==> src/design/sci_pkg.sv <==
package sci_pkg;

  // --------------------------------------------------
  // Serial line timing
  // --------------------------------------------------

  // Clocks per serial bit, kept short for simulation
  localparam int BAUD_DIV = 16;

  // Start bit + 8 data bits + stop bit
  localparam int FRAME_BITS = 10;

  // --------------------------------------------------
  // Message
  // --------------------------------------------------

  localparam int MSG_LEN = 8;  // Characters per message

  // --------------------------------------------------
  // Types
  // --------------------------------------------------

  typedef logic [7:0] char_t;          // One character on the line
  typedef logic [2:0] char_idx_t;      // Position inside the message

  // Sized from the divisor so other baud rates still fit
  typedef logic [$clog2(BAUD_DIV)-1:0] baud_cnt_t;

  // Shifts done within one frame
  typedef logic [$clog2(FRAME_BITS)-1:0] bit_cnt_t;

  // Fixed text, first entry goes out first
  localparam char_t MSG_TEXT [MSG_LEN] = '{
    "H",
    "o",
    "l",
    "a",
    "!",
    ".",
    ".",
    "."
  };

endpackage

==> src/design/baud_tick_gen.sv <==
`timescale 1ns/1ps

// Bit period timer for the transmitter
// Counts clocks while run is high, one tick per bit period
module baud_tick_gen (
  input  logic clk,
  input  logic rstn,
  input  logic run,   // High while a frame is on the line
  output logic tick   // One-cycle pulse at the end of each bit
);

  import sci_pkg::*;

  baud_cnt_t cnt;  // Position inside the current bit

  // --------------------------------------------------
  // Divider
  // --------------------------------------------------

  // Held at zero while stopped, so a new frame gets a full first bit
  always_ff @(posedge clk) begin
    if (!rstn) begin
      cnt <= '0;
    end else if (!run) begin
      cnt <= '0;                                  // Stopped
    end else if (cnt == baud_cnt_t'(BAUD_DIV - 1)) begin
      cnt <= '0;                                  // Bit done, wrap
    end else begin
      cnt <= cnt + 1'b1;
    end
  end

  // Final count of the period
  assign tick = (cnt == baud_cnt_t'(BAUD_DIV - 1));

  // --------------------------------------------------
  // Checks
  // --------------------------------------------------

  // The transmitter only drops run right after a tick, when the
  // count has already wrapped, so no stray tick can follow
  a_no_tick_when_stopped : assert property (
    @(posedge clk) disable iff (!rstn)
    !run |-> !tick
  ) else $error("baud_tick_gen: tick while run is low");

endmodule

==> src/design/uart_tx.sv <==
`timescale 1ns/1ps

// 8N1 serial transmitter, LSB first
// A character is taken in any cycle with start and ready both high
module uart_tx (
  input  logic          clk,
  input  logic          rstn,
  input  sci_pkg::char_t data,   // Character to send
  input  logic          start,  // Send request, held by the controller
  output logic          ready,  // High when idle and able to accept
  output logic          tx      // Serial line, idle high
);

  import sci_pkg::*;

  logic [FRAME_BITS-1:0] frame;    // Bits still to go out, LSB on the line
  bit_cnt_t              bit_cnt;  // Ticks seen in this frame
  logic                  accept;   // Character taken this cycle
  logic                  run;      // Timer enable
  logic                  tick;     // End of a bit period

  assign accept = start && ready;
  assign run    = !ready;  // Timer runs for the whole frame

  // --------------------------------------------------
  // Bit timer
  // --------------------------------------------------

  baud_tick_gen u_baud (
    .clk  (clk),
    .rstn (rstn),
    .run  (run),
    .tick (tick)
  );

  // --------------------------------------------------
  // Frame shift register
  // --------------------------------------------------

  // Loaded as stop, data, start so the start bit sits in bit 0
  // Ones are shifted in behind, so the line rests high after the stop bit
  always_ff @(posedge clk) begin
    if (!rstn) begin
      frame <= '1;                               // Line idle
    end else if (accept) begin
      frame <= {1'b1, data, 1'b0};
    end else if (tick) begin
      frame <= {1'b1, frame[FRAME_BITS-1:1]};    // Next bit
    end
  end

  assign tx = frame[0];

  // --------------------------------------------------
  // Bit counter and ready
  // --------------------------------------------------

  always_ff @(posedge clk) begin
    if (!rstn) begin
      bit_cnt <= '0;
      ready   <= 1'b1;
    end else if (accept) begin
      bit_cnt <= '0;                             // New frame
      ready   <= 1'b0;
    end else if (tick) begin
      if (bit_cnt == bit_cnt_t'(FRAME_BITS - 1)) begin
        // Last cycle of the stop bit, idle from the next one
        bit_cnt <= '0;
        ready   <= 1'b1;
      end else begin
        bit_cnt <= bit_cnt + 1'b1;
      end
    end
  end

  // --------------------------------------------------
  // Checks
  // --------------------------------------------------

  // Holds only if the frame register has fully drained by the time
  // ready comes back
  a_idle_line_high : assert property (
    @(posedge clk) disable iff (!rstn)
    ready |-> tx
  ) else $error("uart_tx: tx low while ready is high");

  // Character from the selector must be settled when taken
  a_data_known : assert property (
    @(posedge clk) disable iff (!rstn)
    accept |-> !$isunknown(data)
  ) else $error("uart_tx: unknown data accepted");

  // A frame takes exactly FRAME_BITS bit periods
  a_frame_length : assert property (
    @(posedge clk) disable iff (!rstn)
    accept |=> !ready [*FRAME_BITS * BAUD_DIV] ##1 ready
  ) else $error("uart_tx: frame length is wrong");

endmodule

==> src/design/msg_char_sel.sv <==
`timescale 1ns/1ps

// Character selector
// Index counter into the message text plus the text lookup
module msg_char_sel (
  input  logic           clk,
  input  logic           rstn,
  input  logic           advance,  // Step to the next character
  output sci_pkg::char_t ch,       // Character at the current index
  output logic           last      // Current index is the final one
);

  import sci_pkg::*;

  char_idx_t idx;  // Current position in the message

  // --------------------------------------------------
  // Index counter
  // --------------------------------------------------

  // Three bits, so it wraps from the last character back to the first
  always_ff @(posedge clk) begin
    if (!rstn) begin
      idx <= '0;
    end else if (advance) begin
      idx <= idx + 1'b1;
    end
  end

  // --------------------------------------------------
  // Text lookup
  // --------------------------------------------------

  // Plain mux over the constant text
  always_comb begin
    ch = MSG_TEXT[idx];
  end

  // Lets the controller end the message without seeing the index
  assign last = (idx == char_idx_t'(MSG_LEN - 1));

  // --------------------------------------------------
  // Checks
  // --------------------------------------------------

  // The controller spends a single cycle in NEXT per character,
  // so a double step would skip a letter
  a_single_advance : assert property (
    @(posedge clk) disable iff (!rstn)
    advance |=> !advance
  ) else $error("msg_char_sel: advance high two cycles in a row");

endmodule

==> src/design/msg_ctrl.sv <==
`timescale 1ns/1ps

// Message controller
// Hands characters to the transmitter one at a time and steps the index
module msg_ctrl (
  input  logic clk,
  input  logic rstn,
  input  logic transmit,  // Registered dtr
  input  logic ready,     // Transmitter idle
  input  logic last,      // Current character is the final one
  output logic start,     // Send request to the transmitter
  output logic advance    // Step the character index
);

  typedef enum logic [1:0] {
    IDLE,   // Waiting for transmit
    TXCAR,  // Offering a character
    NEXT,   // Stepping the index
    END     // Waiting out the final frame
  } ctrl_state_t;

  ctrl_state_t state;
  ctrl_state_t state_nxt;

  // --------------------------------------------------
  // State register
  // --------------------------------------------------

  always_ff @(posedge clk) begin
    if (!rstn) begin
      state <= IDLE;
    end else begin
      state <= state_nxt;
    end
  end

  // --------------------------------------------------
  // Next state
  // --------------------------------------------------

  // transmit is only looked at in IDLE, so a message that has
  // started always runs through all of its characters
  always_comb begin
    state_nxt = state;
    case (state)
      IDLE: begin
        if (transmit) begin
          state_nxt = TXCAR;
        end
      end
      TXCAR: begin
        if (ready) begin
          state_nxt = NEXT;  // Character taken this cycle
        end
      end
      NEXT: begin
        state_nxt = last ? END : TXCAR;
      end
      END: begin
        if (ready) begin
          state_nxt = IDLE;  // Final stop bit done
        end
      end
      default: begin
        state_nxt = IDLE;
      end
    endcase
  end

  // Outputs from the state alone
  assign start   = (state == TXCAR);
  assign advance = (state == NEXT);

  // --------------------------------------------------
  // Checks
  // --------------------------------------------------

  a_start_advance_excl : assert property (
    @(posedge clk) disable iff (!rstn)
    !(start && advance)
  ) else $error("msg_ctrl: start and advance high together");

endmodule

==> src/design/sci_msg_top.sv <==
`timescale 1ns/1ps

// Serial message sender
// Sends the fixed text over tx for as long as dtr is held high
module sci_msg_top (
  input  logic clk,
  input  logic rstn,
  input  logic dtr,  // Host request, asynchronous
  output logic tx    // 8N1 serial output
);

  import sci_pkg::*;

  logic  transmit;  // dtr in the clock domain
  logic  start;     // Controller to transmitter
  logic  advance;   // Controller to selector
  logic  ready;     // Transmitter to controller
  logic  last;      // Selector to controller
  char_t ch;        // Selector to transmitter

  // --------------------------------------------------
  // dtr input register
  // --------------------------------------------------

  always_ff @(posedge clk) begin
    if (!rstn) begin
      transmit <= 1'b0;
    end else begin
      transmit <= dtr;  // One cycle of latency
    end
  end

  // --------------------------------------------------
  // Control, character path and transmitter
  // --------------------------------------------------

  msg_ctrl u_ctrl (
    .clk      (clk),
    .rstn     (rstn),
    .transmit (transmit),
    .ready    (ready),
    .last     (last),
    .start    (start),
    .advance  (advance)
  );

  msg_char_sel u_sel (
    .clk     (clk),
    .rstn    (rstn),
    .advance (advance),
    .ch      (ch),
    .last    (last)
  );

  uart_tx u_tx (
    .clk   (clk),
    .rstn  (rstn),
    .data  (ch),
    .start (start),
    .ready (ready),
    .tx    (tx)
  );

endmodule

==> config.mk <==
export PLATFORM = sky130hd
export DESIGN_NAME = sci_msg_top
export DESIGN_NICKNAME = d
export VERILOG_FILES = /design/src/design/sci_pkg.sv /design/src/design/baud_tick_gen.sv /design/src/design/uart_tx.sv /design/src/design/msg_char_sel.sv /design/src/design/msg_ctrl.sv /design/src/design/sci_msg_top.sv
export SDC_FILE = /design/constraint.sdc
export NUM_CORES = 1
export LEC_CHECK = 0
export BUFFER_PORTS_ARGS = -buffer_cell sky130_fd_sc_hd__buf_4
export CORE_UTILIZATION = 55
export CTS_CLUSTER_SIZE = 20
export DETAILED_ROUTE_END_ITERATION = 8
export PLACE_DENSITY = 0.72
export SLEW_MARGIN = 20
export SYNTH_ARGS = -nofsm -noshare
export SYNTH_HDL_FRONTEND = slang
export SYNTH_SLANG_ARGS = --single-unit
==> constraint.sdc <==
create_clock -name clk -period 3.6 [get_ports clk]
set_input_delay 0.72 -clock clk [delete_from_list [all_inputs] [get_ports clk]]
set_output_delay 0.72 -clock clk [all_outputs]
set_load 0.02 [all_outputs]
# After elaboration in Yosys (flattened, before gate mapping)
# Memory sizes are Yosys's and may differ from the RTL's.
# Index checks and enable logic that the tools add are counted.
# Widths: inputs -> output; s select.
[op_classes]
n_mux = 13
eq_ne = 9
order_cmp = 1
n_bitwise = 2
addsub = 3
reduce_logical = 8
[op_table]
columns = ["op", "count"]
rows = [
  ["$mux 9", 2],
  ["$mux 8", 2],
  ["$add 4x1->4 const B", 2],
  ["$eq 4x4->1 const B", 2],
  ["$mux 2", 4],
  ["$pmux 2 s4", 1],
  ["$eq 2x2->1 const B", 2],
  ["$ge 4x4->1 const B", 1],
  ["$mux 4", 1],
  ["$ne 2x2->1 const B", 2],
  ["$not 3->4", 1],
  ["$reduce_bool 2->1", 2],
  ["$add 3x1->3 const B", 1],
  ["$eq 3x3->1 const B", 1],
  ["$mux 1", 3],
  ["$reduce_and 3->1", 1],
  ["$reduce_or 3->1", 1],
  ["$eq 2x1->1 const B", 1],
  ["$logic_not 2->1", 1],
  ["$ne 2x1->1 const B", 1],
  ["$reduce_and 2->1", 1],
  ["$reduce_or 2->1", 1],
  ["$logic_and 1x1->1", 1],
  ["$not 1->1", 1],
]
[totals]
mem_count = 1
word_cells = 44
regBits = 24
out_inout_bits = 1
rom_bits = 64
in_bits = 3
[memory_table]
columns = ["name", "words", "width", "rd", "rd_clocked_by_memory_dff", "write_ports", "line_no", "source"]
rows = [
  ["(no name shown)", 8, 8, 1, 0, 0, "msg_char_sel.sv:36", "ch = MSG_TEXT[idx];"],
]

# Logic depth before layout (Yosys ltp)
[logic_depth]
ltp_word = 5
mapped_depth = 5
depth_no_buf = 5

# Modules after synthesis
# Synthesis repeated with hierarchy kept, for this count alone.
[unflattened]
cells_unflattened = 129
hier_area_um2 = 1167.4
[by_module_without_submodules]
columns = ["module", "instances", "cells_each", "area_each_um2"]
rows = [
  ["uart_tx", 1, 73, 625.6],
  ["msg_char_sel", 1, 28, 232.7],
  ["baud_tick_gen", 1, 15, 170.2],
  ["msg_ctrl", 1, 11, 112.6],
  ["sci_msg_top", 1, 2, 26.3],
]

# Worst setup path before layout
# OpenSTA, ideal clock, no wires.
[synth_path]
kind = "input -> register"
from = "in rstn"
to = "reg u_tx.frame[3]"
arrival_ns = 1.269
path_buffers = 2
path_slack_ns = 2.194
cell_stages = 3
path_cell_list = "clkbuf_1 > clkbuf_1 > o211ai_1"
[synth_lines]
columns = ["item", "line_no", "source"]
rows = [
  ["from (decl)", "sci_msg_top.sv:7", "input logic rstn,"],
  ["to (signal assigned)", "uart_tx.sv:46", "frame <= {1'b1, data, 1'b0};"],
  ["to (signal assigned)", "uart_tx.sv:48", "frame <= {1'b1, frame[FRAME_BITS-1:1]};"],
  ["to (decl)", "uart_tx.sv:16", "logic [FRAME_BITS-1:0] frame;"],
]
# No word-level cell between the ends.

# Worst setup path in the final report
[layout_path]
from = "reg u_tx.u_baud.cnt[0]"
to = "reg u_tx.frame[2]"
[layout_via]
elab_chain_len = 2
[layout_rtl]
columns = ["item", "line_no", "source"]
rows = [
  ["from (decl)", "baud_tick_gen.sv:14", "baud_cnt_t cnt;"],
  ["from (signal assigned)", "baud_tick_gen.sv:29", "cnt <= cnt + 1'b1;"],
  ["$eq 4x4->1", "baud_tick_gen.sv:34", "assign tick = (cnt == baud_cnt_t'(BAUD_DIV - 1));"],
  ["$reduce_bool 2->1 (no source line)", "--", ""],
]
# No other way between the ends.
# A chain may end at the register's enable or synchronous reset.

==> impl_metrics.py <==
metrics = {
    "status": {
        "status": "finished, final reports clean",
    },
    "setup_path": {
        "required_ns": 3.80,
        "path_class": "register to register",
        "crit_arrival_ns": 1.78,
        "endpoint_kind": "register",
        "crit_fanout": 10,
        "cp-start-kind": "register",
    },
    "finish": {
        "antenna-diode-count": 0,
        "area_delta_synth_final_pct": 2.470,
        "fin_area_um2": 1194,
        "finalNonFillerCells": 144,
        "drive_above_1_share_pct": 9.402,
        "finalNetCount": 127,
    },
    "synthesis": {
        "syn_area_per_cell_um2": 9.872,
        "synthTopCellsByArea": "dfxtp_1 41%, ha_1 6.4%, mux2i_1 5.2%, o21ai_0 3.9%, buf_6 3.9%",
        "async_flop_share_pct": 0,
        "synthCells": 118,
        "synth.most_common_cell": "dfxtp_1",
        "synth_warnings": 0,
        "synth-seq-cells": 24,
        "netlist_top_cells_count": "24 x dfxtp_1, 9 x o21ai_0, 7 x nand2_1",
        "synth_edf_count": 0,
        "syn-cell-area_um2": 1165,
        "synthFlopType": "dfxtp_1",
        "netlist.area_leader.share_pct": 41.25,
        "synth_area_leader_cell": "dfxtp_1",
        "synth_cell_types": 34,
        "ys_seq_area_share_pct": 41.25,
        "syn-num-nets": 127,
    },
    "floorplanning": {
        "pin_count": 4,
        "die_y_um": 48.02,
        "core_area_um2": 1982,
        "dieArea_um2": 2306,
        "row_count": 16,
        "fp.dieW_um": 48.02,
        "initial_core_util_pct": 58.78,
    },
    "grt": {
        "grtUsageMet2_pct": 29.19,
        "grt_usage_pct": 18.19,
        "grt_max_degree": 20,
        "grtUsageMet1_pct": 24.26,
        "grt_pass1_vias": 646,
        "antenna_found_initial": 0,
        "grt_pass1_wl_um": 2835,
        "grt-ovfl-total": 0,
        "busiest_layer": "met2",
        "gr-usage-met3_pct": 4.528,
    },
    "sta": {
        "setup_violations": 0,
        "fin_crit_ns": 1.585,
        "hold_ws_ns": 0.4616,
        "setup-tns-final_ns": 0,
        "slew_viol_final": 0,
        "max_freq_ghz": 0.6308,
        "rsz0062_at_grt": "no",
        "finalCritPeriodShare_pct": 44.03,
        "slew_headroom_pct": 66.67,
        "worst_pin_slew_ns": 0.4999,
        "fin_skew_ns": 0.001689,
        "hold_viol_final": 0,
    },
    "hold_path": {
        "min_path_type": "register to register",
    },
    "run": {
        "drv_cap": 0,
    },
    "clock_tree": {
        "ctsHoldBuffers": 0,
        "clkLatencyLatePin_ns": 0.30,
        "htree_levels": 1,
        "clock-sinks": 24,
        "cts_tree": "yes",
        "clk_path_buf_depth": 2,
        "numCtsBuffers": 3,
        "cts_resized": 0,
        "post-cts-setup-buffers": 0,
        "cts-root-buf": "clkbuf_4",
        "clkTransAtPathRegs_ns": 0.12,
    },
    "placement": {
        "place_inst": 140,
        "portBuffers": 3,
        "post_dp_cell_area_um2": 1157,
        "dpl.hpwl_um": 1297,
        "globalplace.congestion": 0.6707,
    },
    "detailed_routing": {
        "wl_um": 1876,
        "drt_iter0_drc": 7,
        "firstDrtPassIters": 4,
        "wl_per_cell_um": 13.03,
        "drt-vias-per-instance": 5.618,
        "vias": 809,
        "drc": 0,
        "ant_nets": 0,
    },
    "power_and_ir_drop": {
        "p_leak_nw": 0.4844,
        "ir_worst_vdd_uv": 249.7,
        "finalPower_w": 0.0004771,
        "powerDensity_nw_per_um2": 399.7,
    },
}
-- power breakdown --
part           leakage [nW]  switching [W]  total (W)  internal [W]
sequential            0.196      0.0000120   0.000294      0.000282
clock                0.0210      0.0000749   0.000137     0.0000616
combinational         0.268      0.0000249  0.0000470     0.0000221
-- final cells by class --
type,instances,area (um^2)
fill,171,788.3
inverter,4,15.01
sequential,24,480.5
multi-input combinational,82,605.6
clock buffer,4,36.28
tap,27,33.78
timing repair buffer,3,22.52
-- flip-flops by register name, indices dropped and copies added (netlist names) --
| signal | count |
|---|---|
| u_tx.ready | 1 |
| u_sel.idx | 3 |
| u_ctrl.state | 2 |
| u_tx.frame | 9 |
| u_tx.bit_cnt | 4 |
| transmit | 1 |
| u_tx.u_baud.cnt | 4 |
-- routing by layer --
| metal | vias up | part of all wire (%) | wire (um) |
|---|---|---|---|
| li1 | 417 | - | - |
| met1 | 389 | 52 | 981 |
| met2 | 1 | 46 | 859 |
| met3 | 2 | 1.2 | 22 |
| met4 | 0 | 0.64 | 12 |
| met5 | - | 0 | 0 |
-- worst paths after layout --
path	from	endpoint	slack [ns]	cells past startpoint
worst max-delay path	u_tx.u_baud.cnt[0]	u_tx.frame[2]	2.01	4
worst min-delay path	u_tx.u_baud.cnt[0]	u_tx.u_baud.cnt[0]	0.46	1
worst max register to register	u_tx.u_baud.cnt[0]	u_tx.frame[2]	2.01	4
worst min register to register	u_tx.u_baud.cnt[0]	u_tx.u_baud.cnt[0]	0.46	1
-- per-stage QoR --
step,util [%],setup WS (ns)
final,60.23,2.015
after global routing,60.23,1.898
after CTS,60.23,2.027
after detailed placement,58.40,2.049
after global placement,58.40,2.120
after floorplan,-,2.194
-- critical path, cell delays in order (launching register included) --
cell and delay, ns:
dfxtp_1 0.38, ha_1 0.38, nand3_2 0.30, a211oi_1 0.32
o21ai_0 0.11
-- placed cells by master (no fill, tap or decap), types with 2 or more instances in the layout --
cell type,count
a31oi_1,3
clkbuf_4,3
dfxtp_1,24
nand2_1,7
xnor2_1,2
nand3b_1,2
and4_1,5
or3_1,2
and2_1,3
o211a_1,2
o211ai_1,3
inv_1,4
ha_1,6
a211oi_1,4
xor2_1,2
nor3b_1,2
nor2b_1,6
buf_4,3
o21ai_0,9
nor2_1,4
nand3_1,2
mux2i_1,6
o21ai_1,2
-- cell families (layout without fill, tap and decap cells) --
logic type / after synthesis / after routing / synth area share (%)
simple gates: 39 / 39 / 22.13
compound gates: 27 / 27 / 15.25
flops: 24 / 24 / 41.25
buf+inv: 12 / 11 / 6.766
fa+ha+maj: 6 / 6 / 6.445
mux: 6 / 6 / 5.156
xor+xnor: 4 / 4 / 3.008
No activity file was read; power rests on OpenSTA's default activity.
